File: config.mk
export PLATFORM = sky130hd
export DESIGN_NAME = cpu_top
export DESIGN_NICKNAME = d
export VERILOG_FILES = /design/src/rtl/cpu_types_pkg.sv /design/src/rtl/branch_predictor.sv /design/src/rtl/hazard_unit.sv /design/src/rtl/mem_arbiter.sv /design/src/rtl/pipeline_datapath.sv /design/src/rtl/cpu_top.sv
export VERILOG_INCLUDE_DIRS = /design/src /design/src/rtl
export SDC_FILE = /design/constraint.sdc
export NUM_CORES = 2
export LEC_CHECK = 0
export BUFFER_PORTS_ARGS = -buffer_cell sky130_fd_sc_hd__buf_2
export CAP_MARGIN = 30
export CORE_ASPECT_RATIO = 0.7
export CORE_MARGIN = 2
export CORE_UTILIZATION = 50
export CTS_CLUSTER_SIZE = 16
export DETAILED_ROUTE_END_ITERATION = 8
export HOLD_SLACK_MARGIN = 0.08
export PLACE_DENSITY = 0.73
export SLEW_MARGIN = 20
export SYNTH_ARGS = -nofsm -noshare
export SYNTH_HDL_FRONTEND = slang
export SYNTH_SLANG_ARGS = --single-unit
File: constraint.sdc
create_clock -name CLK -period 6 [get_ports CLK]
set_input_delay 1.8 -clock CLK [delete_from_list [all_inputs] [get_ports CLK]]
set_output_delay 1.8 -clock CLK [all_outputs]
set_load 0.1 [all_outputs]
File: src/rtl/cpu_settings.svh
`ifndef CPU_SETTINGS_SVH
`define CPU_SETTINGS_SVH

`define CPU_WORD_W   32
`define CPU_REG_N    32
`define CPU_BP_DEPTH 16
`define CPU_RESET_PC 32'h0000_0000

`endif

File: src/rtl/cpu_types_pkg.sv
`include "cpu_settings.svh"

package cpu_types_pkg;

    typedef logic [`CPU_WORD_W-1:0] word_t;

    typedef enum logic [5:0] {
        RTYPE = 6'h00,
        JAL   = 6'h03,
        BEQ   = 6'h04,
        BNE   = 6'h05,
        ADDIU = 6'h09,
        LW    = 6'h23,
        SW    = 6'h2b,
        HALT  = 6'h3f
    } opcode_t;

    typedef enum logic [5:0] {
        JR   = 6'h08,
        ADDU = 6'h21,
        SUBU = 6'h23
    } funct_t;

    // Control-flow kind, resolved in MEM.
    typedef enum logic [2:0] {
        PCSRC_NEXT,
        PCSRC_BEQ,
        PCSRC_BNE,
        PCSRC_JAL,
        PCSRC_REG
    } pcsrc_t;

    typedef enum logic [1:0] {
        BPRED_NS = 2'b00,
        BPRED_NH = 2'b01,
        BPRED_TH = 2'b10,
        BPRED_TS = 2'b11
    } bpred_t;

endpackage

File: src/rtl/branch_predictor.sv
`include "cpu_settings.svh"

module branch_predictor (
    input  logic                   CLK,
    input  logic                   rst_n,
    input  cpu_types_pkg::word_t   lookup_pc,
    output cpu_types_pkg::bpred_t  lookup_stat,
    input  logic                   update_en,
    input  cpu_types_pkg::word_t   update_pc,
    input  logic                   update_taken
);
    import cpu_types_pkg::*;

    localparam int IDX_W = $clog2(`CPU_BP_DEPTH);

    bpred_t              cnt_tbl [`CPU_BP_DEPTH];
    logic [IDX_W-1:0]    upd_idx;
    bpred_t              upd_cur;

    assign lookup_stat = cnt_tbl[lookup_pc[IDX_W+1:2]]; // Word address bits.
    assign upd_idx     = update_pc[IDX_W+1:2];
    assign upd_cur     = cnt_tbl[upd_idx];

    always_ff @(posedge CLK) begin
        if (!rst_n) begin
            for (int i = 0; i < `CPU_BP_DEPTH; i++) begin
                cnt_tbl[i] <= BPRED_NH;
            end
        end else if (update_en) begin
            if (update_taken && upd_cur != BPRED_TS) begin
                cnt_tbl[upd_idx] <= bpred_t'(upd_cur + 2'd1);
            end else if (!update_taken && upd_cur != BPRED_NS) begin
                cnt_tbl[upd_idx] <= bpred_t'(upd_cur - 2'd1);
            end
        end
    end

endmodule

File: src/rtl/hazard_unit.sv
`include "cpu_settings.svh"

module hazard_unit (
    input  logic                              ex_memren,
    input  logic                              ex_regwen,
    input  logic [$clog2(`CPU_REG_N)-1:0]     ex_rd,
    input  logic [$clog2(`CPU_REG_N)-1:0]     id_rs,
    input  logic [$clog2(`CPU_REG_N)-1:0]     id_rt,
    input  cpu_types_pkg::pcsrc_t             mem_pcsrc,
    input  logic                              mem_zero,
    input  cpu_types_pkg::bpred_t             mem_bp_stat,
    input  logic                              wb_halt,
    input  logic                              imem_wait,
    input  logic                              dmem_wait,
    output logic                              pcen,
    output logic                              if_id_en,
    output logic                              id_ex_en,
    output logic                              ex_mem_en,
    output logic                              mem_wb_en,
    output logic                              if_id_flush,
    output logic                              id_ex_flush,
    output logic                              ex_mem_flush,
    output logic                              mem_wb_flush,
    output logic                              phit
);
    import cpu_types_pkg::*;

    logic predict_taken, branch_taken;

    always_comb begin
        {pcen, if_id_en, id_ex_en, ex_mem_en, mem_wb_en} = '1;
        {if_id_flush, id_ex_flush, ex_mem_flush, mem_wb_flush} = '0;

        predict_taken = mem_bp_stat inside {BPRED_TH, BPRED_TS};
        branch_taken  = (mem_pcsrc == PCSRC_BEQ) ? mem_zero : ~mem_zero;
        case (mem_pcsrc)
            PCSRC_BEQ, PCSRC_BNE: phit = (branch_taken == predict_taken);
            PCSRC_JAL, PCSRC_REG: phit = 1'b0; // Never predicted.
            default:              phit = 1'b1;
        endcase

        // Load in EX feeds the instruction in ID.
        if (ex_memren && ex_regwen && (|ex_rd) && (ex_rd == id_rs || ex_rd == id_rt)) begin
            id_ex_flush = 1'b1;
            if_id_en    = 1'b0;
            pcen        = 1'b0;
        end

        if (!phit) begin
            pcen         = 1'b1;
            if_id_en     = 1'b1;
            if_id_flush  = 1'b1;
            id_ex_flush  = 1'b1;
            ex_mem_flush = 1'b1;
        end

        // Halt and memory wait freeze everything, wait having the last word.
        if (wb_halt || imem_wait || dmem_wait) begin
            {pcen, if_id_en, id_ex_en, ex_mem_en, mem_wb_en} = '0;
            {if_id_flush, id_ex_flush, ex_mem_flush, mem_wb_flush} = '0;
        end
    end

endmodule

File: src/rtl/mem_arbiter.sv
`include "cpu_settings.svh"

module mem_arbiter (
    input  logic                       CLK,
    input  logic                       rst_n,
    input  logic                       ireq,
    input  cpu_types_pkg::word_t       iaddr,
    output cpu_types_pkg::word_t       irdata,
    output logic                       idone,
    input  logic                       dreq,
    input  logic                       dwen,
    input  cpu_types_pkg::word_t       daddr,
    input  cpu_types_pkg::word_t       dwdata,
    output cpu_types_pkg::word_t       drdata,
    output logic                       ddone,
    output logic                       awvalid,
    input  logic                       awready,
    output cpu_types_pkg::word_t       awaddr,
    output logic                       wvalid,
    input  logic                       wready,
    output cpu_types_pkg::word_t       wdata,
    output logic [`CPU_WORD_W/8-1:0]   wstrb,
    input  logic                       bvalid,
    output logic                       bready,
    output logic                       arvalid,
    input  logic                       arready,
    output cpu_types_pkg::word_t       araddr,
    input  logic                       rvalid,
    output logic                       rready,
    input  cpu_types_pkg::word_t       rdata
);
    typedef enum logic [2:0] {S_IDLE, S_AR, S_R, S_AW, S_B, S_DONE} state_t;

    state_t                  state;
    logic                    owner_d;      // Grant went to the data client.
    logic                    aw_ok, w_ok;
    logic [`CPU_WORD_W-1:0]  addr_q, wdata_q, rdata_q;

    always_ff @(posedge CLK) begin
        if (!rst_n) begin
            state   <= S_IDLE;
            owner_d <= 1'b0;
            aw_ok   <= 1'b0;
            w_ok    <= 1'b0;
        end else begin
            case (state)
                S_IDLE: begin
                    aw_ok <= 1'b0;
                    w_ok  <= 1'b0;
                    if (dreq) begin                        // Data wins.
                        owner_d <= 1'b1;
                        addr_q  <= daddr;
                        wdata_q <= dwdata;
                        state   <= dwen ? S_AW : S_AR;
                    end else if (ireq) begin
                        owner_d <= 1'b0;
                        addr_q  <= iaddr;
                        state   <= S_AR;
                    end
                end
                S_AR: if (arready) state <= S_R;
                S_R: begin
                    if (rvalid) begin
                        rdata_q <= rdata;
                        state   <= S_DONE;
                    end
                end
                S_AW: begin
                    if (awready) aw_ok <= 1'b1;
                    if (wready) w_ok <= 1'b1;
                    if ((aw_ok || awready) && (w_ok || wready)) state <= S_B;
                end
                S_B: if (bvalid) state <= S_DONE;
                default: state <= S_IDLE;
            endcase
        end
    end

    assign arvalid = (state == S_AR);
    assign araddr  = addr_q;
    assign rready  = (state == S_R);
    assign awvalid = (state == S_AW) && !aw_ok;
    assign wvalid  = (state == S_AW) && !w_ok;
    assign awaddr  = addr_q;
    assign wdata   = wdata_q;
    assign wstrb   = '1;                          // Word accesses only.
    assign bready  = (state == S_B);

    assign idone  = (state == S_DONE) && !owner_d;
    assign ddone  = (state == S_DONE) && owner_d;
    assign irdata = rdata_q;
    assign drdata = rdata_q;

endmodule

File: src/rtl/pipeline_datapath.sv
`include "cpu_settings.svh"

module pipeline_datapath (
    input  logic CLK, rst_n,
    input  logic pcen, if_id_en, id_ex_en, ex_mem_en, mem_wb_en,
    input  logic if_id_flush, id_ex_flush, ex_mem_flush, mem_wb_flush, phit,
    output logic ex_memren, ex_regwen,
    output logic [$clog2(`CPU_REG_N)-1:0] ex_rd, id_rs, id_rt,
    output cpu_types_pkg::pcsrc_t mem_pcsrc,
    output logic mem_zero,
    output cpu_types_pkg::bpred_t mem_bp_stat,
    output logic wb_halt,
    output cpu_types_pkg::word_t bp_lookup_pc,
    input  cpu_types_pkg::bpred_t bp_lookup_stat,
    output logic bp_update_en, bp_update_taken,
    output cpu_types_pkg::word_t bp_update_pc,
    output logic ireq,
    output cpu_types_pkg::word_t iaddr,
    input  cpu_types_pkg::word_t irdata,
    input  logic idone,
    output logic dreq, dwen,
    output cpu_types_pkg::word_t daddr, dwdata,
    input  cpu_types_pkg::word_t drdata,
    input  logic ddone
);
    import cpu_types_pkg::*;

    localparam int RW = $clog2(`CPU_REG_N);

    typedef struct packed {word_t pc4, instr; bpred_t bp;} if_id_t;
    typedef struct packed {
        pcsrc_t pcsrc; logic regwen, memren, memwen, halt, sub, use_imm;
        logic [RW-1:0] rs, rt, rd; word_t pc4, rs_val, rt_val, imm; bpred_t bp;
    } id_ex_t;
    typedef struct packed {
        pcsrc_t pcsrc; logic regwen, memren, memwen, halt, zero;
        logic [RW-1:0] rd; word_t res, wdata, target, pc4; bpred_t bp;
    } ex_mem_t;
    typedef struct packed {logic regwen, halt; logic [RW-1:0] rd; word_t res;} mem_wb_t;

    word_t   pc, pc4_f, instr_f, ibuf, f_imm, rs_rd, rt_rd, a_fwd, b_fwd, alu, load_val;
    word_t   mem_next, dbuf, regs [`CPU_REG_N];
    logic    ibuf_v, f_jump, dflag, mem_taken;
    opcode_t f_op, d_op;
    if_id_t  fd;
    id_ex_t  de, dec;
    ex_mem_t em, ex_next;
    mem_wb_t mw;

    // Fetch and predecode.
    assign instr_f      = ibuf_v ? ibuf : irdata;
    assign ireq         = !ibuf_v && !mw.halt;
    assign iaddr        = pc;
    assign bp_lookup_pc = pc;
    assign pc4_f        = pc + 4;
    assign f_op         = opcode_t'(instr_f[31:26]);
    assign f_imm        = {{(`CPU_WORD_W-16){instr_f[15]}}, instr_f[15:0]};
    assign f_jump       = (f_op == BEQ || f_op == BNE) && bp_lookup_stat[1];

    always_ff @(posedge CLK) begin
        if (!rst_n) pc <= `CPU_RESET_PC;
        else if (pcen) pc <= !phit ? mem_next : (f_jump ? pc4_f + (f_imm << 2) : pc4_f);
    end

    always_ff @(posedge CLK) begin // Holds a word that arrived during a stall.
        if (!rst_n || pcen) begin
            ibuf_v <= 1'b0;
        end else if (idone) begin
            ibuf_v <= 1'b1;
            ibuf   <= irdata;
        end
    end

    always_ff @(posedge CLK) begin
        if (!rst_n || if_id_flush) fd <= '0;
        else if (if_id_en) fd <= '{pc4: pc4_f, instr: instr_f, bp: bp_lookup_stat};
    end

    // Decode with write-first register read.
    assign d_op  = opcode_t'(fd.instr[31:26]);
    assign id_rs = fd.instr[25:21];
    assign id_rt = fd.instr[20:16];
    assign rs_rd = (id_rs == '0) ? '0 : (mw.regwen && mw.rd == id_rs) ? mw.res : regs[id_rs];
    assign rt_rd = (id_rt == '0) ? '0 : (mw.regwen && mw.rd == id_rt) ? mw.res : regs[id_rt];

    always_comb begin
        dec        = '0;
        dec.rs     = id_rs;
        dec.rt     = id_rt;
        dec.rs_val = rs_rd;
        dec.rt_val = rt_rd;
        dec.pc4    = fd.pc4;
        dec.bp     = fd.bp;
        dec.imm    = {{(`CPU_WORD_W-16){fd.instr[15]}}, fd.instr[15:0]};
        case (d_op)
            RTYPE: begin
                dec.rd     = fd.instr[15:11];
                dec.sub    = (fd.instr[5:0] == SUBU);
                dec.regwen = (fd.instr[5:0] == ADDU) || (fd.instr[5:0] == SUBU);
                if (fd.instr[5:0] == JR) dec.pcsrc = PCSRC_REG;
            end
            ADDIU: {dec.use_imm, dec.regwen, dec.rd} = {2'b11, id_rt};
            LW:    {dec.use_imm, dec.regwen, dec.memren, dec.rd} = {3'b111, id_rt};
            SW:    {dec.use_imm, dec.memwen} = 2'b11;
            BEQ:   {dec.sub, dec.pcsrc} = {1'b1, PCSRC_BEQ};
            BNE:   {dec.sub, dec.pcsrc} = {1'b1, PCSRC_BNE};
            JAL: begin
                {dec.regwen, dec.rd, dec.pcsrc} = {1'b1, RW'(31), PCSRC_JAL};
                dec.imm = {fd.pc4[31:28], fd.instr[25:0], 2'b00}; // Jump target.
            end
            HALT:  dec.halt = 1'b1;
            default: ;
        endcase
    end

    always_ff @(posedge CLK) begin
        if (!rst_n || id_ex_flush) de <= '0;
        else if (id_ex_en) de <= dec;
    end

    // Execute. MEM result first, then WB.
    function automatic word_t fwd(logic [RW-1:0] r, word_t v);
        if (em.regwen && r != '0 && em.rd == r) return em.res;
        if (mw.regwen && r != '0 && mw.rd == r) return mw.res;
        return v;
    endfunction

    assign a_fwd     = fwd(de.rs, de.rs_val);
    assign b_fwd     = fwd(de.rt, de.rt_val);
    assign alu       = de.sub ? a_fwd - (de.use_imm ? de.imm : b_fwd)
                              : a_fwd + (de.use_imm ? de.imm : b_fwd);
    assign ex_memren = de.memren;
    assign ex_regwen = de.regwen;
    assign ex_rd     = de.rd;

    always_comb begin
        ex_next = '{pcsrc: de.pcsrc, regwen: de.regwen, memren: de.memren,
                    memwen: de.memwen, halt: de.halt, zero: (alu == '0), rd: de.rd,
                    res: (de.pcsrc == PCSRC_JAL) ? de.pc4 : alu, wdata: b_fwd,
                    target: de.pc4 + (de.imm << 2), pc4: de.pc4, bp: de.bp};
        if (de.pcsrc == PCSRC_REG) ex_next.target = a_fwd;
        else if (de.pcsrc == PCSRC_JAL) ex_next.target = de.imm;
    end

    always_ff @(posedge CLK) begin
        if (!rst_n || ex_mem_flush) em <= '0;
        else if (ex_mem_en) em <= ex_next;
    end

    // Memory access and branch resolution.
    assign dreq     = (em.memren || em.memwen) && !dflag;
    assign dwen     = em.memwen;
    assign daddr    = em.res;
    assign dwdata   = em.wdata;
    assign load_val = dflag ? dbuf : drdata;

    always_ff @(posedge CLK) begin // Access already done while MEM is held.
        if (!rst_n || mem_wb_en) begin
            dflag <= 1'b0;
        end else if (ddone) begin
            dflag <= 1'b1;
            dbuf  <= drdata;
        end
    end

    assign mem_pcsrc   = em.pcsrc;
    assign mem_zero    = em.zero;
    assign mem_bp_stat = em.bp;
    assign mem_taken   = (em.pcsrc == PCSRC_BEQ) ? em.zero :
                         (em.pcsrc == PCSRC_BNE) ? !em.zero :
                         (em.pcsrc == PCSRC_JAL || em.pcsrc == PCSRC_REG);
    assign mem_next        = mem_taken ? em.target : em.pc4;
    assign bp_update_en    = (em.pcsrc == PCSRC_BEQ || em.pcsrc == PCSRC_BNE) && mem_wb_en;
    assign bp_update_pc    = em.pc4 - 4;
    assign bp_update_taken = mem_taken;

    always_ff @(posedge CLK) begin
        if (!rst_n || mem_wb_flush) mw <= '0;
        else if (mem_wb_en) mw <= '{regwen: em.regwen, halt: em.halt, rd: em.rd,
                                    res: em.memren ? load_val : em.res};
    end

    // Write back.
    always_ff @(posedge CLK) begin
        if (mw.regwen && mw.rd != '0) regs[mw.rd] <= mw.res;
    end

    assign wb_halt = mw.halt;

endmodule

File: src/rtl/cpu_top.sv
`include "cpu_settings.svh"

module cpu_top (
    input  logic                       CLK,
    input  logic                       rst_n,
    output logic                       awvalid,
    input  logic                       awready,
    output cpu_types_pkg::word_t       awaddr,
    output logic                       wvalid,
    input  logic                       wready,
    output cpu_types_pkg::word_t       wdata,
    output logic [`CPU_WORD_W/8-1:0]   wstrb,
    input  logic                       bvalid,
    output logic                       bready,
    output logic                       arvalid,
    input  logic                       arready,
    output cpu_types_pkg::word_t       araddr,
    input  logic                       rvalid,
    output logic                       rready,
    input  cpu_types_pkg::word_t       rdata,
    output logic                       halt
);
    import cpu_types_pkg::*;

    logic pcen, if_id_en, id_ex_en, ex_mem_en, mem_wb_en, phit;
    logic if_id_flush, id_ex_flush, ex_mem_flush, mem_wb_flush;
    logic ex_memren, ex_regwen, mem_zero, wb_halt, imem_wait, dmem_wait;
    logic [$clog2(`CPU_REG_N)-1:0] ex_rd, id_rs, id_rt;
    pcsrc_t mem_pcsrc;
    bpred_t mem_bp_stat, bp_lookup_stat;
    logic   bp_update_en, bp_update_taken, ireq, idone, dreq, dwen, ddone;
    word_t  bp_lookup_pc, bp_update_pc, iaddr, irdata, daddr, dwdata, drdata;

    assign imem_wait = ireq && !idone;
    assign dmem_wait = dreq && !ddone;
    assign halt      = wb_halt;

    pipeline_datapath pipeline_datapath_inst (.*);

    branch_predictor branch_predictor_inst (
        .CLK, .rst_n, .lookup_pc(bp_lookup_pc), .lookup_stat(bp_lookup_stat),
        .update_en(bp_update_en), .update_pc(bp_update_pc), .update_taken(bp_update_taken)
    );

    hazard_unit hazard_unit_inst (.*);

    mem_arbiter mem_arbiter_inst (.*);

endmodule

==> impl_metrics.sql <==
INSERT INTO impl_metrics (metric_group, metric, value, unit) VALUES
('die', 'io_pins', '145', ''),
('placement', 'dpl_worst_slack', '-0.3674', 'ns'),
('clock_tree', 'cts-hold-fix-buffers', '0', ''),
('clock_tree', 'numCtsBuffers', '155', ''),
('placement', 'dp_hpwl', '184000', 'µm'),
('logic_synthesis', 'synth_enable_flop_cells', '1216', ''),
('logic_synthesis', 'synthesis.area', '81250', 'µm²'),
('global_routing', 'antenna_found_initial', '7', ''),
('detailed_routing', 'viasPerCell', '6.836', ''),
('setup_path', 'worstReg2RegStart', 'pipeline_datapath_inst.mw[35]', ''),
('setup_path', 'crit_path_top_delay_cell', 'sky130_fd_sc_hd__o21ai_0', ''),
('timing', 'setup_repair_after_global_routing_missed_its_margin', 'true', ''),
('logic_synthesis', 'seq_area_frac_synth', '0.5610', ''),
('clock_tree', 'h-tree-depth', '4', ''),
('logic_synthesis', 'synth_cell_types', '93', ''),
('setup_path', 'max_stage_delay', '0.78', 'ns'),
('power', 'sequentialPowerShare', '0.373', ''),
('layout', 'sequential_cell_area', '45630', 'µm²'),
('setup_path', 'worst-path-max-fanout', '19', ''),
('power', 'pwr-share-clk', '0.280', ''),
('setup_path', 'worst_r2r_path_depth', '20', ''),
('detailed_routing', 'drt_iter0_markers', '9854', ''),
('timing', 'final-hold-violation-count', '0', ''),
('logic_synthesis', 'ys_dominant_reg_cell', 'sky130_fd_sc_hd__edfxtp_1', ''),
('setup_path', 'crit_path_cell_trace', 'buf_4 > xnor2_1 > nand4_1 > nor4_2 > buf_12 > buf_4 > mux2i_1 > o21ai_0 > ha_1 > a211oi_1 > nand2_1 > a31oi_1 > nand2_1 > nand2_1 > xor2_1 > nor4b_1 > nand3_4 > nor4_4 > o2111ai_2 > nand2_1', ''),
('detailed_routing', 'drt_pre_antenna_iters', '6', ''),
('power', 'internal_power', '0.02290', 'W'),
('die', 'initial_core_util', '0.5048', ''),
('setup_path', 'r2r_slack', '0.0009', 'ns'),
('global_routing', 'first_pass_grt_wire_length', '391400', 'µm'),
('setup_path', 'required_time_of_the_worst_setup_path', '6.72', 'ns'),
('clock_tree', 'clock_tree_from_tritoncts', 'yes', ''),
('power', 'sw_frac_of_total', '0.3567', ''),
('timing', 'max_freq', '166.7', 'MHz'),
('power', 'power.net_switching', '0.01270', 'W'),
('timing', 'timing.slew.headroom', '0.1949', ''),
('logic_synthesis', 'synthArstFlopShare', '0', ''),
('detailed_routing', 'postRouteWirelength', '276700', 'µm'),
('layout', 'layout.cell_area.non_filler', '92430', 'µm²'),
('clock_tree', 'clkSlewWorstSetupHoldPaths', '0.06', 'ns'),
('clock_tree', 'clock_sink_count', '1669', ''),
('layout', 'final_net_count', '6322', ''),
('clock_tree', 'maximum_count_of_clock_buffers_along_a_single_path', '3', ''),
('detailed_routing', 'wl_per_cell', '32.75', 'µm'),
('global_routing', 'grt.total_usage', '0.3289', ''),
('layout', 'drive_gt1_frac', '0.2619', ''),
('global_routing', 'grt_pass1_vias', '53890', ''),
('timing', 'final-max-slew-violation-count', '0', ''),
('placement', 'dpl_cell_area', '86530', 'µm²'),
('power', 'powerDensity', '385.2', 'nW/µm²'),
('job', 'max_cap_violations', '0', ''),
('layout', 'fill_cell_instance_count_of_the_final_layout', '12410', ''),
('setup_path', 'cp-endpoint', 'pipeline_datapath_inst.mem_zero', ''),
('timing', 'clock_skew', '0.05526', 'ns'),
('clock_tree', 'ctsRootBufferMaster', 'sky130_fd_sc_hd__clkbuf_16', ''),
('timing', 'final_critical_path_setup_slack', '0.0008624', 'ns'),
('setup_path', 'worst-endpoint-arrival', '6.72', 'ns'),
('setup_path', 'path_common_cell', 'sky130_fd_sc_hd__nand2_1', ''),
('outcome', 'status', 'completed', ''),
('setup_path', 'crit_start', 'pipeline_datapath_inst.mw[35]', ''),
('power', 'finalPower', '0.03560', 'W'),
('clock_tree', 'worst_skew_pair_latency', '0.82', 'ns'),
('power', 'leakagePower', '29.81', 'nW'),
('logic_synthesis', 'synth.ff_latch_count', '1669', ''),
('logic_synthesis', 'cells_after_synth', '5913', ''),
('setup_path', 'timing_worst_setup_path_type', 'reg -> reg', ''),
('die', 'die_height', '341.3', 'µm'),
('global_routing', 'globalRoute.totalOverflow', '0', ''),
('power', 'worst_ir_drop_vdd', '0.3745', 'mV'),
('setup_path', 'cp-start-kind', 'flip-flop', ''),
('global_routing', 'grt_start_max_net_pins', '157', '');
[power groups by stage]
stage / Sequential (W) / Combinational, W / Clock (W)
2_1_floorplan: 0.0135 / 0.00759 / 0
3_3_place_gp: 0.0135 / 0.0115 / 0
3_5_place_dp: 0.0135 / 0.0115 / 0
4_1_cts: 0.0133 / 0.0117 / 0.0100
5_1_grt: 0.0133 / 0.0129 / 0.0105
6_report: 0.0133 / 0.0124 / 0.00996
[state kept, by name, summed over array words and instances (netlist names), 5 cells and up, named ones only]
| name | count |
|---|---|
| pipeline_datapath_inst.daddr | 32 |
| pipeline_datapath_inst.id_rs | 5 |
| pipeline_datapath_inst.ex_rd | 5 |
| pipeline_datapath_inst.em | 72 |
| mem_arbiter_inst.araddr | 32 |
| mem_arbiter_inst.wdata | 32 |
| pipeline_datapath_inst.de | 146 |
| pipeline_datapath_inst.bp_lookup_pc | 32 |
| mem_arbiter_inst.drdata | 32 |
| pipeline_datapath_inst.dwdata | 32 |
| pipeline_datapath_inst.regs | 1024 |
| branch_predictor_inst.cnt_tbl | 32 |
| pipeline_datapath_inst.fd | 16 |
| pipeline_datapath_inst.id_rt | 5 |
| pipeline_datapath_inst.dec | 33 |
| pipeline_datapath_inst.ibuf | 32 |
| pipeline_datapath_inst.dbuf | 32 |
| pipeline_datapath_inst.d_op | 6 |
| pipeline_datapath_inst.mw | 38 |
[cells in the final DEF, fill, tap and decap left out, types with 37 or more instances in the layout]
cell,instances
sky130_fd_sc_hd__edfxtp_1,1216
sky130_fd_sc_hd__mux4_2,655
sky130_fd_sc_hd__nand2_1,640
sky130_fd_sc_hd__dfxtp_1,435
sky130_fd_sc_hd__buf_4,371
sky130_fd_sc_hd__a21oi_1,365
sky130_fd_sc_hd__nor2_1,326
sky130_fd_sc_hd__mux2i_1,228
sky130_fd_sc_hd__o21ai_0,218
sky130_fd_sc_hd__clkbuf_16,158
sky130_fd_sc_hd__buf_2,144
sky130_fd_sc_hd__a211oi_1,120
sky130_fd_sc_hd__ha_1,92
sky130_fd_sc_hd__nor3_1,86
sky130_fd_sc_hd__o211ai_1,80
sky130_fd_sc_hd__inv_1,78
sky130_fd_sc_hd__xor2_1,77
sky130_fd_sc_hd__xnor2_1,75
sky130_fd_sc_hd__a22oi_1,64
sky130_fd_sc_hd__nand3_1,55
sky130_fd_sc_hd__mux2_2,49
sky130_fd_sc_hd__a21o_1,48
sky130_fd_sc_hd__clkinv_1,37
[worst min path at each step]
stage                                           start                         end  slack, ns  cells past startpoint
finish               pipeline_datapath_inst.dwdata[7]   mem_arbiter_inst.wdata[7]       0.41                      0
floorplan            pipeline_datapath_inst.dwdata[0]   mem_arbiter_inst.wdata[0]       0.41                      0
CTS                 pipeline_datapath_inst.dwdata[29]  mem_arbiter_inst.wdata[29]       0.42                      0
detailed placement  pipeline_datapath_inst.dwdata[12]  mem_arbiter_inst.wdata[12]       0.42                      0
global route        pipeline_datapath_inst.dwdata[29]  mem_arbiter_inst.wdata[29]       0.43                      0
global placement    pipeline_datapath_inst.dwdata[23]  mem_arbiter_inst.wdata[23]       0.42                      0
[cell families (layout without fill, tap and decap cells)]
family	after synthesis	in the layout	synth area share
simple gates	1365	1365	0.07362
xor+xnor	160	160	0.01725
fa+ha+maj	98	98	0.01537
other cells	2	45	0.00009243
compound gates	1122	1122	0.08756
mux	937	937	0.2170
buf+inv	560	928	0.02807
flops	1669	1669	0.5610
[routing by layer]
metal / track usage / routed length [µm] / vias to the layer above
li1: - / - / 23630
met1: 0.4903 / 110500 / 29050
met2: 0.4236 / 109100 / 4474
met3: 0.1506 / 47870 / 593
met4: 0.1018 / 9169 / 10
met5: 0 / 73 / -
[per-stage QoR]
stage          std cells  TNS (ns)  hold WS (ns)  utilization
2_1_floorplan       5947         0        0.4081            -
4_1_cts             8417         0        0.4170       0.5708
3_5_place_dp        8121   -0.6470        0.4175       0.5375
6_report            8449         0        0.4119       0.5742
3_3_place_gp        8111   -0.6806        0.4156       0.5363
5_1_grt             8442   -0.1330        0.4323       0.5741
[synthesized netlist by cell type (all sizes together), types with 14 or more instances]
master / count / area [µm²]
nor3: 93 / 481.7
and2: 17 / 107.6
mux4: 655 / 14750
edfxtp: 1216 / 36520
xor2: 77 / 674.4
a31oi: 33 / 206.5
inv: 80 / 300.3
a311oi: 16 / 140.1
mux2: 49 / 551.8
a221o: 14 / 140.1
dfxtp: 453 / 9069
a21o: 49 / 367.9
a22oi: 64 / 480.5
nand3: 58 / 302.8
ha: 95 / 1189
and3: 27 / 168.9
nand2b: 16 / 100.1
o21a: 16 / 120.1
a21oi: 373 / 1867
buf: 146 / 726.9
o21ai: 228 / 1141
o211ai: 81 / 621.9
clkbuf: 334 / 1254
nor2: 364 / 1366
xnor2: 83 / 727.0
nand4: 36 / 225.2
nand2: 642 / 2410
nor2b: 19 / 118.9
or3: 17 / 106.4
o31ai: 21 / 157.7
a211oi: 121 / 908.4
mux2i: 233 / 2332
a221oi: 14 / 128.9
[area by class of cell]
cell class	count	area share
Sequential cell	1669	0.4937
Multi-Input combinational cell	3718	0.3719
Timing Repair Buffer	561	0.04762
Clock buffer	199	0.04525
Tap cell	2125	0.02877
Clock inverter	88	0.009259
Inverter	80	0.003249
Antenna cell	9	0.0002437
[critical path, delay by kind of cell (launching register included)]
| kind | cells | cell delay (ns) |
|---|---|---|
| simple gates | 9 | 1.84 |
| compound gates | 4 | 1.67 |
| buf+inv | 3 | 0.82 |
| xor+xnor | 2 | 0.52 |
| fa+ha+maj | 1 | 0.43 |
| flops | 1 | 0.42 |
| mux | 1 | 0.18 |
[timing repair]
| action | in CTS | in global routing |
|---|---|---|
| resized for setup | 51 | 44 |
| pin swaps | 18 | 39 |
| buffers inserted | 9 | 11 |
| setup endpoints to repair | 3 | 3 |
No activity file was read; power rests on OpenSTA's default activity.
